File: config.mk
export PLATFORM = sky130hd
export DESIGN_NAME = update_engine
export DESIGN_NICKNAME = d
export VERILOG_FILES = /design/src/hash_pkg.sv /design/src/update_engine.sv
export SDC_FILE = /design/constraint.sdc
export NUM_CORES = 1
export LEC_CHECK = 0
export BUFFER_PORTS_ARGS = -buffer_cell sky130_fd_sc_hd__buf_2
export CORE_AREA = 4 4 256 258
export CTS_BUF_LIST = sky130_fd_sc_hd__clkbuf_8
export CTS_CLUSTER_DIAMETER = 100
export DETAILED_ROUTE_END_ITERATION = 7
export DIE_AREA = 0 0 260 262
export HOLD_SLACK_MARGIN = 0.03
export SLEW_MARGIN = 20
export SYNTH_ARGS = -nofsm -noshare
export SYNTH_HDL_FRONTEND = slang
export SYNTH_SLANG_ARGS = --single-unit
export TNS_END_PERCENT = 20
File: constraint.sdc
create_clock -name clk -period 3 [get_ports clk]
set_input_delay 0.45 -clock clk [delete_from_list [all_inputs] [get_ports clk]]
set_output_delay 0.45 -clock clk [all_outputs]
set_load 0.03 [all_outputs]
File: src/hash_pkg.sv
`default_nettype none

package hash_pkg;

  // Key and payload widths
  localparam int KEY_W  = 32;
  localparam int DATA_W = 32;

  // Table geometry
  localparam int NUM_BANKS = 4;
  localparam int BANK_W    = 2;
  localparam int ROW_W     = 8;
  localparam int NUM_ROWS  = 256;

  // Bank read latency and commit depth
  localparam int MEM_DELAY  = 2;
  localparam int PIPE_DEPTH = MEM_DELAY + 1;

  // Pending update queue
  localparam int QSIZE  = 6;
  localparam int QCNT_W = 3;

  // Stored row is {valid, data, key}
  localparam int ENTRY_W = 1 + DATA_W + KEY_W;

  typedef logic [KEY_W-1:0]   key_t;
  typedef logic [DATA_W-1:0]  data_t;
  typedef logic [ROW_W-1:0]   row_t;
  typedef logic [BANK_W-1:0]  bank_t;
  typedef logic [ENTRY_W-1:0] entry_t;
  typedef logic [QCNT_W-1:0]  qidx_t;

  typedef enum logic {
    TBL_CLEAR,
    TBL_RUN
  } table_state_t;

endpackage

`default_nettype wire

File: src/update_engine.sv
`default_nettype none

module update_engine (
  input  logic                                       clk,
  input  logic                                       rst,
  input  logic                                       iss_en,
  input  hash_pkg::row_t [hash_pkg::NUM_BANKS-1:0]   iss_rows,
  input  hash_pkg::entry_t [hash_pkg::NUM_BANKS-1:0] rd_data,
  input  hash_pkg::key_t                             head_key,
  input  hash_pkg::data_t                            head_dat,
  input  logic                                       head_del,
  input  logic                                       head_vld,
  output logic [hash_pkg::NUM_BANKS-1:0]             wr_en,
  output hash_pkg::row_t [hash_pkg::NUM_BANKS-1:0]   wr_row,
  output hash_pkg::entry_t [hash_pkg::NUM_BANKS-1:0] wr_data,
  output logic                                       pop,
  output logic                                       up_fail,
  output logic                                       ready
);
  import hash_pkg::*;

  table_state_t state;
  row_t         clr_row;

  logic [PIPE_DEPTH-1:0] p_vld;
  row_t [NUM_BANKS-1:0]  p_rows [PIPE_DEPTH];

  // Bank contents captured at the compare stage
  logic [NUM_BANKS-1:0] w_occ;
  logic [NUM_BANKS-1:0] w_blk;
  key_t [NUM_BANKS-1:0] w_key;
  logic [NUM_BANKS-1:0] blk;

  // Recent writes not yet visible to the compare stage
  logic [MEM_DELAY-1:0] hist_vld;
  bank_t                hist_bank [MEM_DELAY];
  row_t                 hist_row  [MEM_DELAY];

  logic  hit_m;
  logic  hit_f;
  bank_t bank_m;
  bank_t bank_f;
  logic  sel_hit;
  bank_t sel_bank;
  logic  cur_wr;

  always_ff @(posedge clk) begin
    if (rst) begin
      state   <= TBL_CLEAR;
      clr_row <= '0;
    end else if (state == TBL_CLEAR) begin
      if (clr_row == row_t'(NUM_ROWS - 1)) begin
        state <= TBL_RUN;
      end
      clr_row <= clr_row + 1'b1;
    end
  end

  assign ready = (state == TBL_RUN);

  always_ff @(posedge clk) begin
    if (rst) begin
      p_vld    <= '0;
      hist_vld <= '0;
    end else begin
      p_vld    <= {p_vld[PIPE_DEPTH-2:0], iss_en};
      hist_vld <= {hist_vld[MEM_DELAY-2:0], cur_wr};
    end
  end

  always_ff @(posedge clk) begin
    p_rows[0]    <= iss_rows;
    hist_bank[0] <= sel_bank;
    hist_row[0]  <= p_rows[PIPE_DEPTH-1][sel_bank];
    for (int i = 1; i < PIPE_DEPTH; i++) begin
      p_rows[i] <= p_rows[i-1];
    end
    for (int i = 1; i < MEM_DELAY; i++) begin
      hist_bank[i] <= hist_bank[i-1];
      hist_row[i]  <= hist_row[i-1];
    end
    for (int b = 0; b < NUM_BANKS; b++) begin
      w_occ[b] <= rd_data[b][KEY_W+DATA_W];
      w_key[b] <= rd_data[b][KEY_W-1:0];
    end
    w_blk <= blk;
  end

  // Lookahead blocks a row being written right now or just before
  always_comb begin
    for (int b = 0; b < NUM_BANKS; b++) begin
      blk[b] = cur_wr && sel_bank == bank_t'(b) &&
               p_rows[PIPE_DEPTH-1][b] == p_rows[MEM_DELAY-1][b];
      for (int i = 0; i < MEM_DELAY; i++) begin
        blk[b] = blk[b] | (hist_vld[i] && hist_bank[i] == bank_t'(b) &&
                           hist_row[i] == p_rows[MEM_DELAY-1][b]);
      end
    end
  end

  // Lowest bank wins, so scan downwards
  always_comb begin
    hit_m  = 1'b0;
    hit_f  = 1'b0;
    bank_m = '0;
    bank_f = '0;
    for (int b = NUM_BANKS - 1; b >= 0; b--) begin
      if (!w_blk[b] && w_occ[b] && w_key[b] == head_key) begin
        hit_m  = 1'b1;
        bank_m = bank_t'(b);
      end
      if (!w_blk[b] && !w_occ[b]) begin
        hit_f  = 1'b1;
        bank_f = bank_t'(b);
      end
    end
  end

  assign sel_hit  = hit_m | hit_f;
  assign sel_bank = hit_m ? bank_m : bank_f;

  // Superseded entries leave the queue without a write
  assign pop     = p_vld[PIPE_DEPTH-1];
  assign cur_wr  = pop & head_vld & sel_hit;
  assign up_fail = pop & head_vld & !sel_hit;

  always_comb begin
    for (int b = 0; b < NUM_BANKS; b++) begin
      if (state == TBL_CLEAR) begin
        wr_en[b]   = 1'b1;
        wr_row[b]  = clr_row;
        wr_data[b] = '0;
      end else begin
        wr_en[b]   = cur_wr && sel_bank == bank_t'(b);
        wr_row[b]  = p_rows[PIPE_DEPTH-1][b];
        wr_data[b] = {!head_del, head_dat, head_key};
      end
    end
  end

  // A row written in TBL_RUN stays untouched until later reads can see it
  for (genvar b = 0; b < NUM_BANKS; b++) begin : g_rewrite_chk
    a_no_rewrite: assert property (@(posedge clk) disable iff (rst)
      (state == TBL_RUN && wr_en[b]) |->
        !($past(wr_en[b], 1) && $past(wr_row[b], 1) == wr_row[b]) &&
        !($past(wr_en[b], 2) && $past(wr_row[b], 2) == wr_row[b]) &&
        !($past(wr_en[b], 3) && $past(wr_row[b], 3) == wr_row[b]));
  end

endmodule

`default_nettype wire

# [After elaboration in Yosys (flattened, before gate mapping)]
# Memories as Yosys holds them, arrays and structs flattened.
# Cells that the tools add are included.
[op_classes] n_eq_ne=26 order_cmp=1 reduce_logical=49 add_sub_neg=1 n_div=0 mul=0 bitwise=12 shifts=0 muxes=30
[op_table] cell="== test 32 bit" n=4
[op_table] cell="== test 8 bit" n=12
[op_table] cell="two-way mux 65 bit" n=1
[op_table] cell="two-way mux 8 bit" n=5
[op_table] cell="logical AND 1 bit" n=36
[op_table] cell="two-way mux 2 bit" n=9
[op_table] cell="binary-select mux 8 bit (select 2 bit)" n=1
[op_table] cell="two-way mux 1 bit" n=14
[op_table] cell="== test 2 bit (second input constant)" n=6
[op_table] cell="logical NOT 1 bit" n=10
[op_table] cell="bitwise OR 1 bit" n=9
[op_table] cell="adder 8 x 1 -> 8 bit (second input constant)" n=1
[op_table] cell="== test 8 bit (second input constant)" n=1
[op_table] cell="== test 2 x 1 -> 1 bit (second input constant)" n=3
[op_table] cell="logical NOT 2 bit" n=3
[op_table] cell="bitwise AND 1 bit" n=3
[op_table] cell="< comparator 2 x 3 -> 1 bit (second input constant)" n=1
[word_totals] reg_bits=150 ram_bits=116 latch_bits=0 word_cells=132 input_bits=361 rom_bits=0 memories=3
[memory_table] memory="p_rows" depth=3 width=32 rd=3 rd_ports_with_merged_regs=0 write_ports=3 line_no="update_engine.sv:26" source="row_t [NUM_BANKS-1:0] p_rows [PIPE_DEPTH];"
[memory_table] memory="hist_row" depth=2 width=8 rd=2 rd_ports_with_merged_regs=0 write_ports=2 line_no="update_engine.sv:37" source="row_t hist_row [MEM_DELAY];"
[memory_table] memory="hist_bank" depth=2 width=2 rd=2 rd_ports_with_merged_regs=0 write_ports=2 line_no="update_engine.sv:36" source="bank_t hist_bank [MEM_DELAY];"

# [Depth between registers and ports, before layout]
# Gate-level depths: netlist of the first run.
[depth] word_depth=13 mapped_depth=11

# [Worst setup path before layout of the first run]
# No wires, ideal clock.
[synth_path] path_kind="input -> output" startpoint="in head_key[9]" endpoint="out wr_en[1] in the netlist's numbering" cell_stages=9 t_arrival_ns=2.730 path_buffers=2 t_required_ns=2.550 slack_ns=-0.180 cell_sequence="clkbuf_1 xnor2_1 nand4_1 nor4_1 nand4_1 a21bo_1 a21bo_2 buf_2 o31ai_1"
[synth_between] elab_chain_len=10
[synth_rtl] item="from (decl)" line_no="update_engine.sv:9" source="input hash_pkg::key_t head_key,"
[synth_rtl] item="== test 32 bit" line_no="update_engine.sv:108" source="if (!w_blk[b] && w_occ[b] && w_key[b] == head_key) begin"
[synth_rtl] item="logical AND 1 bit" line_no="update_engine.sv:108"
[synth_rtl] item="two-way mux 2 bit or two-way mux 1 bit (tied branches) (4 in series)" line_no="update_engine.sv:108"
[synth_rtl] item="two-way mux 2 bit or bitwise OR 1 bit (tied branches)" line_no="update_engine.sv:120, update_engine.sv:119"
[synth_rtl] item="== test 2 x 1 -> 1 bit or bitwise AND 1 bit (tied branches)" line_no="update_engine.sv:134, update_engine.sv:124"
[synth_rtl] item="logical AND 1 bit *" line_no="update_engine.sv:134" source="wr_en[b] = cur_wr && sel_bank == bank_t'(b);"
[synth_rtl] item="two-way mux 1 bit *" line_no="update_engine.sv:129" source="if (state == TBL_CLEAR) begin"
[synth_rtl] item="to (decl)" line_no="update_engine.sv:13" source="output logic [hash_pkg::NUM_BANKS-1:0] wr_en,"
# Every way passes the cells marked *; elsewhere a longest branch is shown, timed or not.

# [Worst setup path after layout of the first run]
[layout_path] startpoint="reg w_key[121] in the netlist's numbering" endpoint="out wr_en[3] in the netlist's numbering"
[layout_between] elab_chain_len=10
[layout_rtl] item="from (decl)" line_no="update_engine.sv:31" source="key_t [NUM_BANKS-1:0] w_key;"
[layout_rtl] item="from (signal, indexed assignment)" line_no="update_engine.sv:84" source="w_key[b] <= rd_data[b][KEY_W-1:0];"
[layout_rtl] item="== test 32 bit *" line_no="update_engine.sv:108"
[layout_rtl] item="logical AND 1 bit *" line_no="update_engine.sv:108"
[layout_rtl] item="two-way mux 2 bit or two-way mux 1 bit (tied branches) (4 in series)" line_no="update_engine.sv:108"
[layout_rtl] item="two-way mux 2 bit or bitwise OR 1 bit (tied branches)" line_no="update_engine.sv:120, update_engine.sv:119"
[layout_rtl] item="== test 2 bit or bitwise AND 1 bit (tied branches)" line_no="update_engine.sv:134, update_engine.sv:124"
[layout_rtl] item="logical AND 1 bit *" line_no="update_engine.sv:134"
[layout_rtl] item="two-way mux 1 bit *" line_no="update_engine.sv:129"
# Marks and branches as above.

==> results of run 1 <==
stage by stage:
stage | area, sq um | setup slack, ps | std cells | hold slack (ps)
2_1_floorplan | 10900 | -71.2 | 1054 | 310
3_3_place_gp | 13600 | -541 | 2267 | 311
3_5_place_dp | 13600 | -532 | 2267 | 312
4_1_cts | 16400 | -705 | 2516 | 181
5_1_grt | 16400 | -877 | 2517 | 209
6_report | 16400 | -749 | 2518 | 223
where the power goes:
| part | switching (W) | leakage (nW) | internal, W |
|---|---|---|---|
| combinational | 0.000436 | 5.35 | 0.000550 |
| clock | 0.00156 | 0.548 | 0.00197 |
| sequential | 0.000178 | 2.24 | 0.00373 |
| total | 0.00218 | 8.13 | 0.00625 |
placed cells by master, fill, tap and decap left out, drive strengths merged, types with 4 or more instances in the layout:
cell type / instances
dfxtp: 266
nor2b: 9
mux2i: 25
nand4: 27
clkinv: 11
dlygate4sd3: 165
clkbuf: 56
and2: 64
nor4: 31
o22ai: 5
or3: 4
nand2b: 9
xnor2: 99
inv: 15
nand3: 9
nor3: 6
xor2: 127
nor2: 16
nand2: 78
nand4b: 4
buf: 610
metal layers:
layer | vias to the layer above | share of wire, %
li1 | 4370 | -
met1 | 4209 | 41
met2 | 434 | 48
met3 | 81 | 6.6
met4 | 0 | 4.0
met5 | - | 0
state kept, by name, summed over array words and instances, names as in the netlist:
name and count:
p_vld 3, w_key 128, hist_vld 2, ready 1
hist_row 16, clr_row 8, p_rows 96, w_occ 4
hist_bank 4, w_blk 4
path summary, 6_finish.rpt:
kind	endpoint	slack, ps	cells after the start
worst max-delay path	wr_en[3]	-750	10
worst min-delay path	clr_row[6]	220	2
worst max register to register	w_blk[2]	30	12
worst min register to register	p_rows[0][38]	320	0
logic make-up (layout without fill, tap and decap cells):
| kind of cell | Yosys count | after routing | synth area share [%] |
|---|---|---|---|
| fa+ha+maj | 1 | 1 | 0.114 |
| simple gates | 267 | 267 | 13.5 |
| buf+inv | 245 | 862 | 15.7 |
| xor+xnor | 226 | 226 | 18.1 |
| other cells | 0 | 1 | 0 |
| mux | 25 | 25 | 2.29 |
| flops | 266 | 266 | 48.7 |
| compound gates | 24 | 24 | 1.68 |
repair_timing:
item | in CTS | in global routing
gates resized for setup | 29 | 13
endpoints found under the hold margin | 165 | 0
setup buffers | 1 | 1
pin swaps | 7 | 10
hold buffers | 165 | 0
setup endpoints to repair | 6 | 19
final cells by class:
type | instances | area [sq um] | share of cell area [%]
diodes | 1 | 2.50 | 0.0152
inverters | 4 | 15.0 | 0.0915
flip-flops and latches | 266 | 5330 | 32.5
well taps | 846 | 1060 | 6.45
clock buffers | 56 | 771 | 4.69
clock inverters | 27 | 216 | 1.32
multi-input cells | 543 | 4070 | 24.8
repair buffers | 775 | 4950 | 30.2
==> metrics.cfg, run 1 <==
[min_path]
hp-class = input pin to flop
min_from = rst

[routing]
avgViaCountPerCell = 3.61
firstDrtPassIters = 4
drc = 0
wl_per_cell_um = 17.7
ant_nets = 0
drt-initial-drc-count = 524
totalWireLength_um = 44600
num_vias = 9094

[logic_synthesis]
netlist_top_cells_count = 266 x dfxtp_1, 197 x buf_4, 127 x xor2_1
synth-seq-cells = 266
yosysMostFrequentCell = dfxtp_1
synth_nets = 1416
synth_edf_count = 0
yosysTopAreaCell = dfxtp_1
syn_inst = 1054
yosysSeqAreaShare_pct = 48.7
yosysUniqueCellTypes = 47
syn_area_per_cell_sq_um = 10.4
synthTopCellsByArea = dfxtp_1 49%, buf_4 14%, xor2_1 10%
synth_ff_type = dfxtp_1
yosysTopAreaCellShare_pct = 48.7
synth-async-reset-ratio_pct = 0
ys_warn_count = 0
syn_area_sq_um = 10900

[sta]
max_freq_ghz = 0.267
rsz0062_at_grt = true
finalHoldViolCount = 0
tns_ps = -3130
finalSetupViolCount = 5
setup_ws_ps = -749
fin_skew_ps = 28.2
maxSlewViolCount = 0
period_needed_ps = 3750
worstMarginPinSlew_ps = 816
maxSlewHeadroom_pct = 45.6
period_share_pct = 125

[critical_path]
endpoint_kind = output port
r2r_start = w_key[121]
cp_slowest_stage_delay_ps = 420
crit_path_start = w_key[121]
cp.arrival_ps = 3300
cp.buffers_inverters = 2
cp_cell_sequence = xnor2_1 -> nand4_1 -> nor4_4 -> buf_4 -> nand4_1 -> a21bo_1 -> a21bo_4 -> or3_4 -> nand2_2 -> buf_6
crit_top_cell = nand4_1
critPathRequiredTime_ps = 2550
cp_max_fo = 3
start_kind = flop
cp_top_family = simple AND/OR/NAND/NOR gates
cp_slowest_cell = or3_4
crit_type = flop to output port

[clock_network]
htree_levels = 2
cts_tree = built
root_buffer = clkbuf_8
cts_buffers = 48
clockBufferDepth = 3
clock-sinks = 266
cts.clk_slew.worst_paths_ps = 60
clk_latency_ps = 610

[die]
dieArea_sq_um = 68100
ioPinCount = 660
dieWidth_um = 260
rows = 92
die_y_um = 262
initial_core_util_pct = 17.4
core_area_sq_um = 63000

[grt]
grt_max_degree = 72
antenna_found_initial = 0
top_usage_layer = met2
grt_pass1_wl_um = 60200
grt_overflow = 0
use_met3_pct = 2.46
grt_util_met1_pct = 14.6
use_met2_pct = 20.8
grt_pass1_vias = 9225
track_usage_pct = 12.0

[pwr]
max-vdd-ir-drop_mv = 0.373
power_density_nw_per_um2 = 514
power_leakage_nw = 8.13
p_total_w = 0.00843

[layout]
syn_to_final_growth_pct = 50.1
n_fill_cell = 6565
drive_above_1_share_pct = 43.1
final_nets = 2000
final_util_pct = 26.1

[outcome]
outcome = finished with violations
failed_checks = setup timing

[placed_design]
dp_hpwl_um = 34800
port-buffer-count = 531
place.gp.congestion = 0.868

[run]
max-cap-violations = 0

(Power assumes the default switching activity.)
==> inputs of run 2 (changes only) <==
--- a/config.mk
+++ b/config.mk
@@ -12,6 +12,7 @@
 export DETAILED_ROUTE_END_ITERATION = 7
 export DIE_AREA = 0 0 260 262
 export HOLD_SLACK_MARGIN = 0.03
+export SETUP_SLACK_MARGIN = 0.3
 export SLEW_MARGIN = 20
 export SYNTH_ARGS = -nofsm -noshare
 export SYNTH_HDL_FRONTEND = slang
==> run 2 against run 1 <==
  * Sequential power barely moved
  * Largest cell class unchanged
  * Final cell count increased by 0.20%
  * Core utilization increased by 0.57 points
  * Critical endpoint unchanged
  * The flow still finishes with violations (setup timing)
  * Combinational power rose by 4%
==> metrics.cfg, run 2 (synthesis results as in run 1) <==
[routing]
num_vias = 9102
drc = 0
drt-initial-drc-count = 441
wl_per_cell_um = 17.5
firstDrtPassIters = 5
avgViaCountPerCell = 3.61
totalWireLength_um = 44200
ant_nets = 0

[die]
die_y_um = 262
core_area_sq_um = 63000
ioPinCount = 660
dieWidth_um = 260
dieArea_sq_um = 68100
initial_core_util_pct = 17.4
rows = 92

[pwr]
seqPwrFrac_pct = 45.0
intPower_w = 0.00651
swShare_pct = 25.2
p_sw_w = 0.00219
power_leakage_nw = 8.30
power_density_nw_per_um2 = 518
p_comb_share_pct = 11.8
clock_power_share_pct = 43.2
max-vdd-ir-drop_mv = 0.366

[sta]
worstMarginPinSlew_ps = 526
setup_ws_ps = -555
maxSlewHeadroom_pct = 64.6
max_freq_ghz = 0.281
rsz0062_at_grt = true
tns_ps = -2140
finalSetupViolCount = 5
maxSlewViolCount = 0
period_needed_ps = 3560
period_share_pct = 119
fin_skew_ps = 42.7
finalHoldViolCount = 0

[critical_path]
critPathRequiredTime_ps = 2550
worst_r2r_path_depth = 10
r2r-end = w_blk[2]
r2r_start = w_key[94]
endpoint_kind = output port
crit_path_start = w_key[127]
r2r_slack_ps = 160
start_kind = flop
cp.arrival_ps = 3110
critPathCapture = wr_en[3]
cp_max_fo = 4
crit_type = flop to output port

[placed_design]
place_inst = 2265
post-place-ws_ps = -812
port-buffer-count = 531
dp_hpwl_um = 33400
dpl_cell_area_sq_um = 13700
place.gp.congestion = 0.834

[outcome]
failed_checks = setup timing
outcome = finished with violations

[run]
max-cap-violations = 0

[layout]
final_common_cell = buf_2
final_cells = 2523
stdcell_area_sq_um = 16800
syn_to_final_growth_pct = 53.4
final_nets = 2003
drive_above_1_share_pct = 44.0
layout_common_cells = 526 x buf_2, 259 x dfxtp_1, 164 x dlygate4sd3_1, 124 x xor2_1, 95 x xnor2_1
final_util_pct = 26.6
reg_top3 = w_key (128), p_rows (96), hist_row (16)
largest_reg_flops = 128
largest-register = w_key

[grt]
track_usage_pct = 12.1
grt_max_degree = 51
grt_overflow = 0
antenna_found_initial = 0
grt_pass1_vias = 9369
grt_pass1_wl_um = 60800

[clock_network]
cts_buffers = 47
clockBufferDepth = 3
cts.clk_slew.worst_paths_ps = 60
htree_levels = 2
cts_tree = built
clock-sinks = 266
root_buffer = clkbuf_8
clk_latency_ps = 610

[min_path]
hp-class = input pin to flop
min_from = iss_en

[run 2: cell types whose count changed in the layout (fill, tap and decap cells not counted), sizes merged]
cell / change
clkinvlp: -1
clkinv: -5
bufinv: +2
clkbuf: +3
buf: +5
dlygate4sd3: -1
inv: +2
[run 2: area by class of cell]
class | count | area [sq um]
antenna | 1 | 2.50
clock buffer | 59 | 812
clock inverter | 25 | 241
fill | 6625 | 46200
inverter | 4 | 15.0
multi-input combinational | 543 | 4200
sequential | 266 | 5340
tap | 846 | 1060
timing repair buffer | 779 | 5100
[run 2: power groups by stage]
stage / combinational (W) / clock (W) / sequential [W]
after CTS: 0.00102 / 0.00388 / 0.00392
after global routing: 0.00110 / 0.00405 / 0.00394
after detailed placement: 0.000806 / 0 / 0.00399
final: 0.00102 / 0.00376 / 0.00392
after floorplan: 0.000415 / 0 / 0.00393
after global placement: 0.000803 / 0 / 0.00399
[run 2: how the worst min path moves through the flow]
stage               cells past startpoint  slack [ps]             to
floorplan                               0         310  p_rows[0][32]
global placement                        0         310  p_rows[0][58]
detailed placement                      0         310  p_rows[0][32]
CTS                                     2          30       p_vld[0]
global route                            2          90       p_vld[0]
finish                                  2         110       p_vld[0]
[run 2: what timing repair did]
action,in CTS,in global routing
resized for setup,53,5
hold endpoints to repair,164,0
endpoints found under the setup margin,204,13
pin swaps,21,8
gates cloned,0,0
setup buffers,8,1
hold buffers,164,0
[run 2: worst max-delay path, cell delays in order, from the launching register on]
cell	delay [ps]
dfxtp_2	320
xnor2_1	130
buf_4	150
nand4_1	120
nor4_2	310
nand4_1	220
a21bo_1	230
a21bo_4	260
buf_8	130
or3_4	390
nand2_4	90
buf_6	120
[run 2: through the flow]
step | total power, W | hold WS, ps
after floorplan | 0.00435 | 310
after global placement | 0.00479 | 311
after detailed placement | 0.00479 | 312
after CTS | 0.00882 | 31.3
after global routing | 0.00909 | 88.5
final | 0.00870 | 109
[run 2: per-layer routing]
layer / vias to the layer above / part of all wire [%] / wire length (um) / GRT usage (%)
met2: 380 / 49 / 21500 / 20.9
li1: 4376 / - / - / -
met5: - / 0 / 0 / 0
met1: 4272 / 42 / 18500 / 14.7
met3: 74 / 6.1 / 2710 / 2.72
met4: 0 / 3.4 / 1500 / 4.48
==> inputs of run 3 (changes only) <==
--- a/config.mk
+++ b/config.mk
@@ -6,11 +6,10 @@
 export NUM_CORES = 1
 export LEC_CHECK = 0
 export BUFFER_PORTS_ARGS = -buffer_cell sky130_fd_sc_hd__buf_2
-export CORE_AREA = 4 4 256 258
-export CTS_BUF_LIST = sky130_fd_sc_hd__clkbuf_8
+export CORE_AREA = 4 4 251 253
 export CTS_CLUSTER_DIAMETER = 100
 export DETAILED_ROUTE_END_ITERATION = 7
-export DIE_AREA = 0 0 260 262
+export DIE_AREA = 0 0 255 257
 export HOLD_SLACK_MARGIN = 0.03
 export SETUP_SLACK_MARGIN = 0.3
 export SLEW_MARGIN = 20
==> constraint.sdc (replaced) <==
create_clock -name clk -period 3.3 [get_ports clk]
set_input_delay 0.495 -clock clk [delete_from_list [all_inputs] [get_ports clk]]
set_output_delay 0.495 -clock clk [all_outputs]
set_load 0.03 [all_outputs]
==> run 3 against run 2 <==
  * Core utilization down 1.5 points
  * Via count is 8.6% lower
  * Non-clock buffer count fell by 125
  * Highest routed layer unchanged
  * Clock skew decreased by 27 ps
  * Clock power is 2% higher
  * The flow still finishes with violations (setup timing)
  * Total power shrank 6.4%
  * Critical endpoint is now wr_en[2]
  * Design area decreased by 8.6%
  * Register-to-register slack improved by 160 ps
  * Die area down 3.8%
  * First-iteration DRC count fell by 27%
  * Final cell count fell by 8.0%
  * Largest cell class unchanged
  * Wire length shrank 10%
==> metrics.cfg, run 3 (synthesis results as in run 1) <==
[die]
initial_core_util_pct = 17.9
die_y_um = 257
rows = 91
dieArea_sq_um = 65500
dieWidth_um = 255
core_area_sq_um = 61000
ioPinCount = 660

[critical_path]
r2r_slack_ps = 320
start_kind = flop
cp.arrival_ps = 3180
critPathRequiredTime_ps = 2800
endpoint_kind = output port
crit_type = flop to output port
cp_max_fo = 4
worst_r2r_path_depth = 12

[clock_network]
clockBufferDepth = 3
cts_tree = built
htree_levels = 2
clock-sinks = 266
cts.clk_slew.worst_paths_ps = 60
root_buffer = clkbuf_16
cts_buffers = 34
clk_latency_ps = 530

[routing]
drc = 0
totalWireLength_um = 39700
drt-initial-drc-count = 320
wl_per_cell_um = 17.1
ant_nets = 0
firstDrtPassIters = 5
avgViaCountPerCell = 3.59
num_vias = 8320

[sta]
worstMarginPinSlew_ps = 610
fin_skew_ps = 15.2
period_needed_ps = 3670
finalHoldViolCount = 0
tns_ps = -1300
period_share_pct = 111
max_freq_ghz = 0.272
maxSlewViolCount = 0
maxSlewHeadroom_pct = 58.9
finalSetupViolCount = 4
rsz0062_at_grt = true
setup_ws_ps = -374

[pwr]
p_sw_w = 0.00200
p_comb_share_pct = 9.4
max-vdd-ir-drop_mv = 0.405
swShare_pct = 24.5
intPower_w = 0.00614
power_leakage_nw = 7.63
power_density_nw_per_um2 = 531
p_total_w = 0.00814
clock_power_share_pct = 46.9
seqPwrFrac_pct = 43.7

[layout]
stdcell_area_sq_um = 15300
syn_to_final_growth_pct = 40.3
largest-register = w_key
seq_area_sq_um = 5330
reg_top3 = w_key (128), p_rows (96), hist_row (16)
final_cells = 2320
n_fill_cell = 6551
layout_common_cells = 526 x buf_2, 263 x dfxtp_1, 124 x xor2_1, 99 x xnor2_1, 76 x nand2_1
final_nets = 1865
multiInputGateArea_sq_um = 4040
drive_above_1_share_pct = 45.4
final_common_cell = buf_2
largest_reg_flops = 128

[outcome]
outcome = finished with violations
failed_checks = setup timing

[min_path]
min_path_cells = 1
hp-class = input pin to flop

[placed_design]
dp_hpwl_um = 32700
port-buffer-count = 531
place_inst = 2208
place.gp.congestion = 0.839
dpl_cell_area_sq_um = 13500

[grt]
grt_pass1_wl_um = 55200
track_usage_pct = 11.3
antenna_found_initial = 1
grt_overflow = 0
grt_pass1_vias = 8598
grt_max_degree = 50

[run]
max-cap-violations = 0

run 3: cell types whose count changed in the layout (fill, tap and decap cells not counted), sizes merged:
cell / change
inv: -7
clkinvlp: +1
clkbuf: -14
diode: +1
buf: -8
clkinv: -1
dlygate4sd3: -117
bufinv: -2
run 3: path summary, 6_finish.rpt:
check / to / from
hold / removal: w_key[88] / rd_data[154]
hold reg to reg: p_rows[0][57] / p_rows[0][25]
setup / recovery: wr_en[2] / w_key[82]
setup reg to reg: w_blk[2] / w_key[82]
run 3: worst max-delay path, stage by stage, from the launching register on:
cell	delay, ps
dfxtp_2	330
xor2_1	140
nor4_2	400
buf_4	170
nand4_1	140
or3_4	360
a21bo_1	190
a21bo_4	180
buf_6	130
or3b_4	400
nand2_4	70
buf_6	120
run 3: power groups by stage:
stage | registers, W | logic (W) | clock network [W]
after CTS | 0.00356 | 0.000770 | 0.00395
after floorplan | 0.00357 | 0.000375 | 0
after detailed placement | 0.00363 | 0.000711 | 0
final | 0.00356 | 0.000761 | 0.00382
after global routing | 0.00358 | 0.000826 | 0.00407
after global placement | 0.00363 | 0.000702 | 0
run 3: cell type report:
cell class                      count  area share (%)
Clock buffer                       45            6.35
Multi-Input combinational cell    543            26.3
Inverter                            4          0.0979
Antenna cell                        2          0.0326
Clock inverter                     16            1.25
Timing Repair Buffer              654            24.7
Sequential cell                   266            34.8
Tap cell                          790            6.44
run 3: what timing repair did:
action,CTS,global route
endpoints found under the hold margin,47,0
pin swaps,7,3
buffers inserted,2,0
endpoints found under the setup margin,7,7
resized for setup,27,10
hold buffers,47,0
run 3: per-stage QoR:
step	hold slack, ps	setup slack, ps	utilization (%)
2_1_floorplan	310	270	-
3_3_place_gp	311	-532	22.1
3_5_place_dp	312	-570	22.1
4_1_cts	30.0	-453	25.0
5_1_grt	31.3	-493	25.1
6_report	67.3	-374	25.1
run 3: routing by layer:
metal / up-vias / wire [um] / track usage (%)
met5: - / 0 / 0
met4: 0 / 1050 / 3.59
met3: 60 / 2310 / 2.50
met2: 315 / 19700 / 20.1
met1: 3845 / 16600 / 13.5
li1: 4100 / - / -
